[src/lc4_isa_pkg.sv]
`default_nettype none

package lc4_isa_pkg;

    typedef logic [15:0] word_t;

    // opcode sits in [15:12]; only these are executed, anything else is a no-op
    typedef enum logic [3:0] {
        OP_BR    = 4'b0000,
        OP_ARITH = 4'b0001,
        OP_LDR   = 4'b0110,
        OP_STR   = 4'b0111,
        OP_CONST = 4'b1001
    } opcode_e;

    localparam logic [2:0] SUBOP_ADD     = 3'b000;
    localparam logic [2:0] SUBOP_SUB     = 3'b010;
    localparam int         SUBOP_IMM_BIT = 5;      // set means ADD rd, rs, imm5

    typedef struct packed {
        opcode_e    opcode;
        logic [2:0] rd;
        logic [2:0] rs;
        logic [2:0] subop;  // imm5 form reuses [4:0]
        logic [2:0] rt;
    } rrr_view_t;

    typedef struct packed {
        opcode_e    opcode;
        logic [2:0] rd_nzp; // rd for CONST, mask for BR
        logic [8:0] imm9;
    } imm9_view_t;

    typedef struct packed {
        opcode_e    opcode;
        logic [2:0] rd_rt;  // rd for LDR, rt for STR
        logic [2:0] rs;
        logic [5:0] imm6;
    } mem_view_t;

    // one word, decoded by opcode
    typedef union packed {
        rrr_view_t  rrr;
        imm9_view_t imm9;
        mem_view_t  mem;
    } insn_u;

    localparam word_t RESET_PC = 16'h8200;
    localparam word_t NOP_INSN = 16'h0000;  // BR with empty mask

endpackage

`default_nettype wire

[src/lc4_pipe_pkg.sv]
`default_nettype none

package lc4_pipe_pkg;

    typedef logic [2:0] reg_idx_t;
    typedef logic [2:0] nzp_t;      // {n, z, p}

    // trace stall code without the dual-issue code 1
    typedef enum logic [1:0] {
        STALL_NONE  = 2'd0,
        STALL_FLUSH = 2'd2,
        STALL_LOAD  = 2'd3
    } stall_e;

    localparam int NUM_REGS = 8;

    // ALU operand source
    localparam logic [1:0] BYP_NONE = 2'd0;
    localparam logic [1:0] BYP_M    = 2'd1;
    localparam logic [1:0] BYP_W    = 2'd2;

endpackage

`default_nettype wire

[src/lc4_alu.sv]
`timescale 1ns/1ps
`default_nettype none

module lc4_alu
    import lc4_isa_pkg::*;
(
    input  wire word_t i_insn,
    input  wire word_t i_pc,
    input  wire word_t i_rs_data,
    input  wire word_t i_rt_data,
    output word_t      o_result
);

    insn_u insn;
    word_t imm5_sx;
    word_t imm6_sx;
    word_t imm9_sx;

    assign insn    = i_insn;
    assign imm5_sx = {{11{i_insn[4]}}, i_insn[4:0]};  // spans subop[1:0] and rt
    assign imm6_sx = {{10{insn.mem.imm6[5]}}, insn.mem.imm6};
    assign imm9_sx = {{7{insn.imm9.imm9[8]}}, insn.imm9.imm9};

    always_comb begin
        case (insn.rrr.opcode)
            OP_ARITH: begin
                if (i_insn[SUBOP_IMM_BIT])
                    o_result = i_rs_data + imm5_sx;
                else if (insn.rrr.subop == SUBOP_SUB)
                    o_result = i_rs_data - i_rt_data;
                else
                    o_result = i_rs_data + i_rt_data;
            end
            OP_CONST:       o_result = imm9_sx;
            OP_LDR, OP_STR: o_result = i_rs_data + imm6_sx;     // effective address
            OP_BR:          o_result = i_pc + 16'd1 + imm9_sx;  // branch target
            default:        o_result = '0;
        endcase
    end

endmodule

`default_nettype wire

[src/lc4_decoder.sv]
`timescale 1ns/1ps
`default_nettype none

module lc4_decoder
    import lc4_isa_pkg::*;
    import lc4_pipe_pkg::*;
(
    input  wire word_t i_insn,
    output reg_idx_t   o_rs_sel,
    output reg_idx_t   o_rt_sel,
    output reg_idx_t   o_rd_sel,
    output logic       o_rs_re,
    output logic       o_rt_re,
    output logic       o_regfile_we,
    output logic       o_nzp_we,
    output logic       o_is_load,
    output logic       o_is_store,
    output logic       o_is_branch
);

    insn_u insn;
    logic  is_imm;
    logic  arith_ok;

    assign insn     = i_insn;
    assign is_imm   = i_insn[SUBOP_IMM_BIT];
    // MUL, DIV and friends are not in the subset
    assign arith_ok = is_imm || insn.rrr.subop == SUBOP_ADD || insn.rrr.subop == SUBOP_SUB;

    always_comb begin
        o_rs_sel     = insn.rrr.rs;  // rs is [8:6] in every form that has one
        o_rt_sel     = insn.rrr.rt;
        o_rd_sel     = insn.rrr.rd;
        o_rs_re      = 1'b0;         // enables stay low unless the opcode really uses the reg
        o_rt_re      = 1'b0;
        o_regfile_we = 1'b0;
        o_nzp_we     = 1'b0;
        o_is_load    = 1'b0;
        o_is_store   = 1'b0;
        o_is_branch  = 1'b0;
        case (insn.rrr.opcode)
            OP_BR: begin
                o_is_branch = |insn.imm9.rd_nzp;  // empty mask is a no-op, not a branch
            end
            OP_ARITH: begin
                o_rs_re      = arith_ok;
                o_rt_re      = arith_ok && !is_imm;
                o_regfile_we = arith_ok;
                o_nzp_we     = arith_ok;
            end
            OP_CONST: begin
                o_rd_sel     = insn.imm9.rd_nzp;
                o_regfile_we = 1'b1;
                o_nzp_we     = 1'b1;
            end
            OP_LDR: begin
                o_rs_sel     = insn.mem.rs;
                o_rd_sel     = insn.mem.rd_rt;
                o_rs_re      = 1'b1;
                o_regfile_we = 1'b1;
                o_nzp_we     = 1'b1;
                o_is_load    = 1'b1;
            end
            OP_STR: begin
                o_rs_sel   = insn.mem.rs;
                o_rt_sel   = insn.mem.rd_rt;  // store data
                o_rs_re    = 1'b1;
                o_rt_re    = 1'b1;
                o_is_store = 1'b1;
            end
            default: ;
        endcase
    end

endmodule

`default_nettype wire

[src/lc4_hazard_unit.sv]
`timescale 1ns/1ps
`default_nettype none

module lc4_hazard_unit
    import lc4_pipe_pkg::*;
(
    input  wire reg_idx_t i_d_rs_sel,
    input  wire reg_idx_t i_d_rt_sel,
    input  wire logic     i_d_rs_re,
    input  wire logic     i_d_rt_re,
    input  wire logic     i_d_is_store,
    input  wire logic     i_d_is_branch,
    input  wire reg_idx_t i_x_rs_sel,
    input  wire reg_idx_t i_x_rt_sel,
    input  wire reg_idx_t i_x_rd_sel,
    input  wire logic     i_x_rs_re,
    input  wire logic     i_x_rt_re,
    input  wire logic     i_x_is_load,
    input  wire logic     i_x_is_branch,
    input  wire nzp_t     i_x_nzp_mask,
    input  wire nzp_t     i_x_nzp,
    input  wire stall_e   i_x_stall,
    input  wire reg_idx_t i_m_rd_sel,
    input  wire logic     i_m_regfile_we,
    input  wire logic     i_m_nzp_we,
    input  wire nzp_t     i_m_nzp,
    input  wire reg_idx_t i_m_rt_sel,
    input  wire logic     i_m_is_store,
    input  wire reg_idx_t i_w_rd_sel,
    input  wire logic     i_w_regfile_we,
    input  wire logic     i_w_nzp_we,
    input  wire nzp_t     i_w_nzp,
    output logic          o_load_stall,
    output logic [1:0]    o_rs_bypass,
    output logic [1:0]    o_rt_bypass,
    output logic          o_store_bypass,
    output logic          o_branch_taken
);

    logic d_uses_x_rd;
    nzp_t branch_nzp;

    // store data is not a reader here since the load reaches it through WM
    assign d_uses_x_rd = (i_d_rs_re && i_d_rs_sel == i_x_rd_sel)
                      || (i_d_rt_re && !i_d_is_store && i_d_rt_sel == i_x_rd_sel);

    // a branch behind a load waits one cycle so it sees the load's NZP from W
    assign o_load_stall = i_x_is_load && i_x_stall == STALL_NONE
                       && (d_uses_x_rd || i_d_is_branch);

    // MX wins since M holds the younger writer
    assign o_rs_bypass = (i_x_rs_re && i_m_regfile_we && i_m_rd_sel == i_x_rs_sel) ? BYP_M :
                         (i_x_rs_re && i_w_regfile_we && i_w_rd_sel == i_x_rs_sel) ? BYP_W :
                         BYP_NONE;
    assign o_rt_bypass = (i_x_rt_re && i_m_regfile_we && i_m_rd_sel == i_x_rt_sel) ? BYP_M :
                         (i_x_rt_re && i_w_regfile_we && i_w_rd_sel == i_x_rt_sel) ? BYP_W :
                         BYP_NONE;

    assign o_store_bypass = i_m_is_store && i_w_regfile_we && i_w_rd_sel == i_m_rt_sel;

    assign branch_nzp = i_m_nzp_we ? i_m_nzp :
                        i_w_nzp_we ? i_w_nzp :
                        i_x_nzp;   // architectural NZP
    assign o_branch_taken = i_x_is_branch && i_x_stall == STALL_NONE
                         && |(i_x_nzp_mask & branch_nzp);

endmodule

`default_nettype wire

[src/lc4_processor.sv]
`timescale 1ns/1ps
`default_nettype none

module lc4_processor
    import lc4_isa_pkg::*;
    import lc4_pipe_pkg::*;
(
    input  wire logic  gwe,
    input  wire logic  i_rst_n,
    output word_t      o_cur_pc,
    input  wire word_t i_cur_insn,
    output word_t      o_dmem_addr,
    input  wire word_t i_cur_dmem_data,
    output logic       o_dmem_we,
    output word_t      o_dmem_towrite,
    output stall_e     o_test_stall,
    output word_t      o_test_pc,
    output word_t      o_test_insn,
    output logic       o_test_regfile_we,
    output reg_idx_t   o_test_regfile_wsel,
    output word_t      o_test_regfile_data,
    output logic       o_test_nzp_we,
    output nzp_t       o_test_nzp_bits,
    output logic       o_test_dmem_we,
    output word_t      o_test_dmem_addr,
    output word_t      o_test_dmem_data
);

    word_t    d_pc, d_insn, d_rs_data, d_rt_data;
    stall_e   d_stall;
    reg_idx_t d_rs_sel, d_rt_sel, d_rd_sel;
    logic     d_rs_re, d_rt_re, d_regfile_we, d_nzp_we, d_is_load, d_is_store, d_is_branch;

    word_t    x_pc, x_insn, x_rs_data, x_rt_data, x_rs_op, x_rt_op, x_alu;
    insn_u    x_view;
    stall_e   x_stall;
    reg_idx_t x_rs_sel, x_rt_sel, x_rd_sel;
    logic     x_rs_re, x_rt_re, x_regfile_we, x_nzp_we, x_is_load, x_is_store, x_is_branch;

    word_t    m_pc, m_insn, m_alu, m_rt_data, m_wdata;
    stall_e   m_stall;
    reg_idx_t m_rd_sel, m_rt_sel;
    logic     m_regfile_we, m_nzp_we, m_is_load, m_is_store;
    nzp_t     m_nzp;

    word_t    w_pc, w_insn, w_wdata, w_dmem_addr, w_dmem_towrite, w_dmem_rdata;
    stall_e   w_stall;
    reg_idx_t w_rd_sel;
    logic     w_regfile_we, w_nzp_we, w_is_load, w_is_store;
    nzp_t     w_nzp, nzp_reg;

    logic       load_stall, store_bypass, branch_taken;
    logic [1:0] rs_bypass, rt_bypass;

    // a taken branch beats a load stall at fetch
    always_ff @(posedge gwe) begin
        if (!i_rst_n)
            o_cur_pc <= RESET_PC;
        else if (branch_taken)
            o_cur_pc <= x_alu;
        else if (!load_stall)
            o_cur_pc <= o_cur_pc + 16'd1;
    end

    always_ff @(posedge gwe) begin
        if (!i_rst_n) begin
            d_pc    <= '0;
            d_insn  <= NOP_INSN;
            d_stall <= STALL_FLUSH;
        end else if (branch_taken) begin
            d_pc    <= o_cur_pc;     // wrong-path fetch becomes a bubble
            d_insn  <= NOP_INSN;
            d_stall <= STALL_FLUSH;
        end else if (!load_stall) begin
            d_pc    <= o_cur_pc;
            d_insn  <= i_cur_insn;
            d_stall <= STALL_NONE;
        end
    end

    lc4_decoder lc4_decoder_inst (
        .i_insn       (d_insn),
        .o_rs_sel     (d_rs_sel),
        .o_rt_sel     (d_rt_sel),
        .o_rd_sel     (d_rd_sel),
        .o_rs_re      (d_rs_re),
        .o_rt_re      (d_rt_re),
        .o_regfile_we (d_regfile_we),
        .o_nzp_we     (d_nzp_we),
        .o_is_load    (d_is_load),
        .o_is_store   (d_is_store),
        .o_is_branch  (d_is_branch)
    );

    lc4_regfile lc4_regfile_inst (
        .gwe       (gwe),
        .i_rst_n   (i_rst_n),
        .i_rs_sel  (d_rs_sel),
        .i_rt_sel  (d_rt_sel),
        .i_rd_sel  (w_rd_sel),
        .i_wdata   (w_wdata),
        .i_we      (w_regfile_we),
        .o_rs_data (d_rs_data),
        .o_rt_data (d_rt_data)
    );

    // D to X carries a bubble on reset, flush or load-use
    always_ff @(posedge gwe) begin
        if (!i_rst_n || branch_taken || load_stall) begin
            x_pc         <= i_rst_n ? d_pc : '0;
            x_insn       <= NOP_INSN;
            x_stall      <= (i_rst_n && !branch_taken) ? STALL_LOAD : STALL_FLUSH;
            x_rs_re      <= 1'b0;
            x_rt_re      <= 1'b0;
            x_regfile_we <= 1'b0;
            x_nzp_we     <= 1'b0;
            x_is_load    <= 1'b0;
            x_is_store   <= 1'b0;
            x_is_branch  <= 1'b0;
        end else begin
            x_pc         <= d_pc;
            x_insn       <= d_insn;
            x_stall      <= d_stall;
            x_rs_re      <= d_rs_re;
            x_rt_re      <= d_rt_re;
            x_regfile_we <= d_regfile_we;
            x_nzp_we     <= d_nzp_we;
            x_is_load    <= d_is_load;
            x_is_store   <= d_is_store;
            x_is_branch  <= d_is_branch;
        end
        x_rs_sel  <= d_rs_sel;
        x_rt_sel  <= d_rt_sel;
        x_rd_sel  <= d_rd_sel;
        x_rs_data <= d_rs_data;
        x_rt_data <= d_rt_data;
    end

    // MX forwards the M ALU result and load data reaches stores through WM
    assign x_view  = x_insn;
    assign x_rs_op = (rs_bypass == BYP_M) ? m_alu : (rs_bypass == BYP_W) ? w_wdata : x_rs_data;
    assign x_rt_op = (rt_bypass == BYP_M) ? m_alu : (rt_bypass == BYP_W) ? w_wdata : x_rt_data;

    lc4_alu lc4_alu_inst (
        .i_insn    (x_insn),
        .i_pc      (x_pc),
        .i_rs_data (x_rs_op),
        .i_rt_data (x_rt_op),
        .o_result  (x_alu)
    );

    lc4_hazard_unit lc4_hazard_unit_inst (
        .i_d_rs_sel     (d_rs_sel),
        .i_d_rt_sel     (d_rt_sel),
        .i_d_rs_re      (d_rs_re),
        .i_d_rt_re      (d_rt_re),
        .i_d_is_store   (d_is_store),
        .i_d_is_branch  (d_is_branch),
        .i_x_rs_sel     (x_rs_sel),
        .i_x_rt_sel     (x_rt_sel),
        .i_x_rd_sel     (x_rd_sel),
        .i_x_rs_re      (x_rs_re),
        .i_x_rt_re      (x_rt_re),
        .i_x_is_load    (x_is_load),
        .i_x_is_branch  (x_is_branch),
        .i_x_nzp_mask   (x_view.imm9.rd_nzp),
        .i_x_nzp        (nzp_reg),
        .i_x_stall      (x_stall),
        .i_m_rd_sel     (m_rd_sel),
        .i_m_regfile_we (m_regfile_we),
        .i_m_nzp_we     (m_nzp_we),
        .i_m_nzp        (m_nzp),
        .i_m_rt_sel     (m_rt_sel),
        .i_m_is_store   (m_is_store),
        .i_w_rd_sel     (w_rd_sel),
        .i_w_regfile_we (w_regfile_we),
        .i_w_nzp_we     (w_nzp_we),
        .i_w_nzp        (w_nzp),
        .o_load_stall   (load_stall),
        .o_rs_bypass    (rs_bypass),
        .o_rt_bypass    (rt_bypass),
        .o_store_bypass (store_bypass),
        .o_branch_taken (branch_taken)
    );

    always_ff @(posedge gwe) begin
        if (!i_rst_n) begin
            m_pc         <= '0;
            m_insn       <= NOP_INSN;
            m_stall      <= STALL_FLUSH;
            m_regfile_we <= 1'b0;
            m_nzp_we     <= 1'b0;
            m_is_load    <= 1'b0;
            m_is_store   <= 1'b0;
        end else begin
            m_pc         <= x_pc;
            m_insn       <= x_insn;
            m_stall      <= x_stall;
            m_regfile_we <= x_regfile_we;
            m_nzp_we     <= x_nzp_we;
            m_is_load    <= x_is_load;
            m_is_store   <= x_is_store;
        end
        m_rd_sel  <= x_rd_sel;
        m_rt_sel  <= x_rt_sel;
        m_alu     <= x_alu;
        m_rt_data <= x_rt_op;  // store data after the X bypass
    end

    // data memory answers in the same cycle
    assign o_dmem_addr    = (m_is_load || m_is_store) ? m_alu : '0;
    assign o_dmem_we      = m_is_store;
    assign o_dmem_towrite = store_bypass ? w_wdata : m_rt_data;  // WM
    assign m_wdata        = m_is_load ? i_cur_dmem_data : m_alu;
    assign m_nzp          = m_wdata[15] ? 3'b100 : (m_wdata == '0) ? 3'b010 : 3'b001;

    always_ff @(posedge gwe) begin
        if (!i_rst_n) begin
            w_pc         <= '0;
            w_insn       <= NOP_INSN;
            w_stall      <= STALL_FLUSH;
            w_regfile_we <= 1'b0;
            w_nzp_we     <= 1'b0;
            w_is_load    <= 1'b0;
            w_is_store   <= 1'b0;
        end else begin
            w_pc         <= m_pc;
            w_insn       <= m_insn;
            w_stall      <= m_stall;
            w_regfile_we <= m_regfile_we;
            w_nzp_we     <= m_nzp_we;
            w_is_load    <= m_is_load;
            w_is_store   <= m_is_store;
        end
        w_rd_sel       <= m_rd_sel;
        w_wdata        <= m_wdata;
        w_nzp          <= m_nzp;
        w_dmem_addr    <= o_dmem_addr;     // kept for the trace
        w_dmem_towrite <= o_dmem_towrite;
        w_dmem_rdata   <= i_cur_dmem_data;
    end

    // NZP commits at writeback while younger values reach X through the hazard unit
    always_ff @(posedge gwe) begin
        if (!i_rst_n)
            nzp_reg <= '0;
        else if (w_nzp_we)
            nzp_reg <= w_nzp;
    end

    assign o_test_stall        = w_stall;
    assign o_test_pc           = w_pc;
    assign o_test_insn         = w_insn;
    assign o_test_regfile_we   = w_regfile_we;
    assign o_test_regfile_wsel = w_rd_sel;
    assign o_test_regfile_data = w_wdata;
    assign o_test_nzp_we       = w_nzp_we;
    assign o_test_nzp_bits     = w_nzp;
    assign o_test_dmem_we      = w_is_store;
    assign o_test_dmem_addr    = w_dmem_addr;
    assign o_test_dmem_data    = w_is_load ? w_dmem_rdata : w_is_store ? w_dmem_towrite : '0;

    // the load-use bubble in X must clear the stall on the next cycle
    assert property (@(posedge gwe) disable iff (!i_rst_n) load_stall |=> !load_stall)
        else $error("load stall held for two cycles");

    // bubbles never reach memory with a live store
    assert property (@(posedge gwe) disable iff (!i_rst_n) o_dmem_we |-> m_stall == STALL_NONE)
        else $error("store issued from a bubble, M stall code %0d", m_stall);

endmodule

`default_nettype wire

[src/lc4_regfile.sv]
`timescale 1ns/1ps
`default_nettype none

module lc4_regfile
    import lc4_isa_pkg::*;
    import lc4_pipe_pkg::*;
(
    input  wire logic     gwe,
    input  wire logic     i_rst_n,
    input  wire reg_idx_t i_rs_sel,
    input  wire reg_idx_t i_rt_sel,
    input  wire reg_idx_t i_rd_sel,
    input  wire word_t    i_wdata,
    input  wire logic     i_we,
    output word_t         o_rs_data,
    output word_t         o_rt_data
);

    word_t regs [NUM_REGS];

    always_ff @(posedge gwe) begin
        if (!i_rst_n) begin
            for (int i = 0; i < NUM_REGS; i++) begin
                regs[i] <= '0;
            end
        end else if (i_we) begin
            regs[i_rd_sel] <= i_wdata;
        end
    end

    // write-through so D sees what W writes this cycle
    assign o_rs_data = (i_we && i_rd_sel == i_rs_sel) ? i_wdata : regs[i_rs_sel];
    assign o_rt_data = (i_we && i_rd_sel == i_rt_sel) ? i_wdata : regs[i_rt_sel];

endmodule

`default_nettype wire

[config.mk]
export PLATFORM = sky130hd
export DESIGN_NAME = lc4_processor
export DESIGN_NICKNAME = d
export VERILOG_FILES = /design/src/lc4_isa_pkg.sv /design/src/lc4_pipe_pkg.sv /design/src/lc4_alu.sv /design/src/lc4_decoder.sv /design/src/lc4_hazard_unit.sv /design/src/lc4_processor.sv /design/src/lc4_regfile.sv
export SDC_FILE = /design/constraint.sdc
export NUM_CORES = 1
export LEC_CHECK = 0
export ABC_CLOCK_PERIOD_IN_PS = 7070
export BUFFER_PORTS_ARGS = -buffer_cell sky130_fd_sc_hd__buf_2
export CORE_MARGIN = 1
export CORE_UTILIZATION = 60
export DETAILED_ROUTE_END_ITERATION = 7
export GPL_TIMING_DRIVEN = 0
export PLACE_DENSITY = 0.86
export RECOVER_POWER = 100
export SLEW_MARGIN = 20
export SYNTH_ARGS = -nofsm -noshare
export SYNTH_HDL_FRONTEND = slang
export SYNTH_SLANG_ARGS = --single-unit
export TNS_END_PERCENT = 50
[constraint.sdc]
create_clock -name gwe -period 7.07 [get_ports gwe]
set_input_delay 1.414 -clock gwe [delete_from_list [all_inputs] [get_ports gwe]]
set_output_delay 1.414 -clock gwe [all_outputs]
set_load 0.01 [all_outputs]
==> results.cfg <==
[die]
coreArea_um2 = 32700
fp.dieW_um = 184.7
die_area_um2 = 34100
initial_core_util = 0.6123
pin_count = 174
die_h_um = 184.7
rows = 66

[sta]
max_freq_ghz = 0.1514
rsz0062_at_grt = no
period_share = 0.9340
drv_slew = 0
tightest_slew_ns = 1.467
whs_ns = 0.4059
fin_crit_ns = 6.603
skew_ns = 0.01505
slew_headroom = 0.01468
hold_viol_final = 0
setup_violations = 0

[drt]
wl_per_cell_um = 21.92
drt-pass1-iter-count = 6
routed_wl_um = 58770
vias = 16360
route.detailed.drc = 0
drtIter0Drc = 1756
postRouteAntennaNets = 0
viasPerCell = 6.101

[yosys]
avgSynthCellArea_um2 = 10.11
async_reset_ff_frac = 0
synth_edf_count = 128
ys_ff_latch = 445
yosysMostFrequentCell = dfxtp_1
ys.flop_type = dfxtp_1
ys_top_cells_by_area = dfxtp_1, edfxtp_1, and2_1, nand2_1, mux4_2
synthCells = 1981
synth.cell_area_um2 = 20020
ys_types = 81
synth_common_cells = dfxtp_1, nand2_1, and2_1, nor2_1, edfxtp_1
synth_seq_area_share = 0.5089
yosys_warnings = 0
synth.largest_area_cell = dfxtp_1
synth_fp_nets = 2050
yosys.area.top_type_share = 0.3170

[critical_path]
crit_family = compound AO/OA/AOI/OAI gates
worstPathArrival_ns = 7.01
path_buf_inv = 2
crit_path_end_kind = flip-flop
slowest_stage = or4_1
critPathKind = reg2reg
reg2reg_slack_ns = 0.47
start_kind = flip-flop
slowest_delay_ns = 0.74
path_max_fanout = 10
required_ns = 7.48

[place]
place_area_um2 = 21550
dpl.hpwl_um = 44510
placed_cells = 2603
routabilityCongestion = 0.9825
place.port_buffers = 173

[global_route]
grt_pass1_vias = 15870
antenna_found_initial = 0
grt_usage = 0.3435
grt_overflow = 0
grt_pass1_wl_um = 88620
grt_max_degree = 17

[cts]
cts.path.max_buffers = 3
clk_latency_ns = 0.57
h-tree-depth = 2
clock-sinks = 445
clk_pin_slew_ns = 0.06
cts_tree = yes
cts_buffers = 43
cts_root_buf = clkbuf_16

[pwr]
ir_drop_mv = 0.2145
power_density_nw_per_um2 = 265.4
power_mw = 6.057
p_leak_nw = 8.769

[final_layout]
design_area_um2 = 22820
nets = 2274
fill_cells = 2479
largest_reg_flops = 128
antenna_cells = 0
area_delta_synth_final_pct = 13.98
drive_above_1_share = 0.07905
utilization = 0.6979
top_register = lc4_regfile_inst.regs
layout.cells.non_filler = 2681

[run_status]
failed_checks = capacitance limit
status = finished with violations

[run]
drv_cap = 1

[worst_hold_path]
min_path_type = reg2reg
==> power by group <==
part           total [mW]  switching, mW  internal, mW  leakage (nW)
clock network        2.38           1.00          1.38         0.741
registers            2.88          0.135          2.75          3.93
logic               0.788          0.494         0.293          4.10
==> stage by stage <==
stage	worst slack, ns	TNS (ns)
after floorplan	1.247	0
after global placement	-0.6228	-3.317
after detailed placement	-0.1977	-0.4497
after CTS	0.003632	0
after global routing	0.04068	0
final	0.4665	0
==> worst reg2reg max path: stages, from the launching register on <==
cell and delay, ns:
dfxtp_1 0.35, xor2_1 0.19, or4_1 0.74, clkbuf_1 0.33
buf_2 0.29, o2bb2ai_2 0.31, ha_1 0.22, o21ai_0 0.10
o21bai_1 0.21, a31o_2 0.26, or2_2 0.32, a2111oi_4 0.45
nand3_2 0.22, o21bai_1 0.18, a221o_1 0.15, a21oi_1 0.07
o31ai_1 0.30, ha_1 0.33, or3_1 0.15, a211oi_1 0.06
o41ai_2 0.43, a21o_1 0.17, a21oi_1 0.09, and2_0 0.17
mux2i_1 0.24, a32oi_1 0.14
==> path summary, 6_finish.rpt <==
kind | startpoint | depth (start not counted) | endpoint
worst max-delay path | m_rd_sel[1]$_DFF_P_ | 25 | o_cur_pc[15]$_SDFFE_PN1P_
worst min-delay path | x_rd_sel[0]$_DFF_P_ | 0 | m_rd_sel[0]$_DFF_P_
worst max register to register | m_rd_sel[1]$_DFF_P_ | 25 | o_cur_pc[15]$_SDFFE_PN1P_
worst min register to register | x_rd_sel[0]$_DFF_P_ | 0 | m_rd_sel[0]$_DFF_P_
==> cells in the final DEF (no fill, tap or decap), drive strengths merged, types with 5 or more instances in the layout <==
cell type  Yosys  routed
nor3b          7       7
and2         208     208
o41ai          5       5
clkinv         4      14
dfxtp        317     317
o211ai         9       9
a21oi         76      76
mux4          32      32
nor2b         21      21
nand2        225     225
a22o          31      31
and3          52      52
nand3b         6       6
edfxtp       128     128
or4            6       6
xnor2         38      38
buf           22      40
o21ai         78      78
a31oi         29      29
inv           33      37
nor2         137     137
o31ai          5       5
xor2          38      38
mux2          38      38
a211oi         8       8
a311oi        20      20
ha            33      33
o221ai         6       6
or3            5       5
nand2b        11      11
nor3          36      36
mux2i         57      57
clkbuf       107     328
a21o           7       7
nand3         55      55
o21bai        13      13
nor4          16      16
==> routing by layer <==
layer  global-route usage  routed length [um]  up-vias  part of all wire
met3              0.06165                5243      197             0.089
met1               0.4250               23090     7784              0.39
met2               0.5804               27710      939              0.47
met5                    0                   0        -                 0
met4               0.1653                2723        0             0.046
li1                     -                   -     7438                 -
==> cell families after synthesis <==
kind of cell / after synthesis / synth area share
and+or+nand+nor: 799 / 0.2033
muxes: 127 / 0.08605
DFF: 445 / 0.5089
adders and majority gates: 35 / 0.02262
xor gates and xnor gates: 76 / 0.03400
AOI/OAI and AO/OA: 333 / 0.1118
buffers and inverters: 166 / 0.03331
==> area by class of cell <==
cell class | count | area (um^2) | area share
clock inverters | 19 | 222.7 | 0.009759
repair buffers | 181 | 714.4 | 0.03131
clock buffers | 60 | 1274 | 0.05581
plain buffers | 127 | 521.8 | 0.02286
flip-flops and latches | 445 | 10190 | 0.4465
well taps | 442 | 553.0 | 0.02423
inverters | 37 | 138.9 | 0.006086
multi-input cells | 1370 | 9206 | 0.4034
==> repair_timing <==
action	in CTS	in global routing
hold buffers	0	0
setup buffers	0	1
setup endpoints to repair	3	8
gates resized for setup	4	6
No activity file was read; power rests on OpenSTA's default activity.
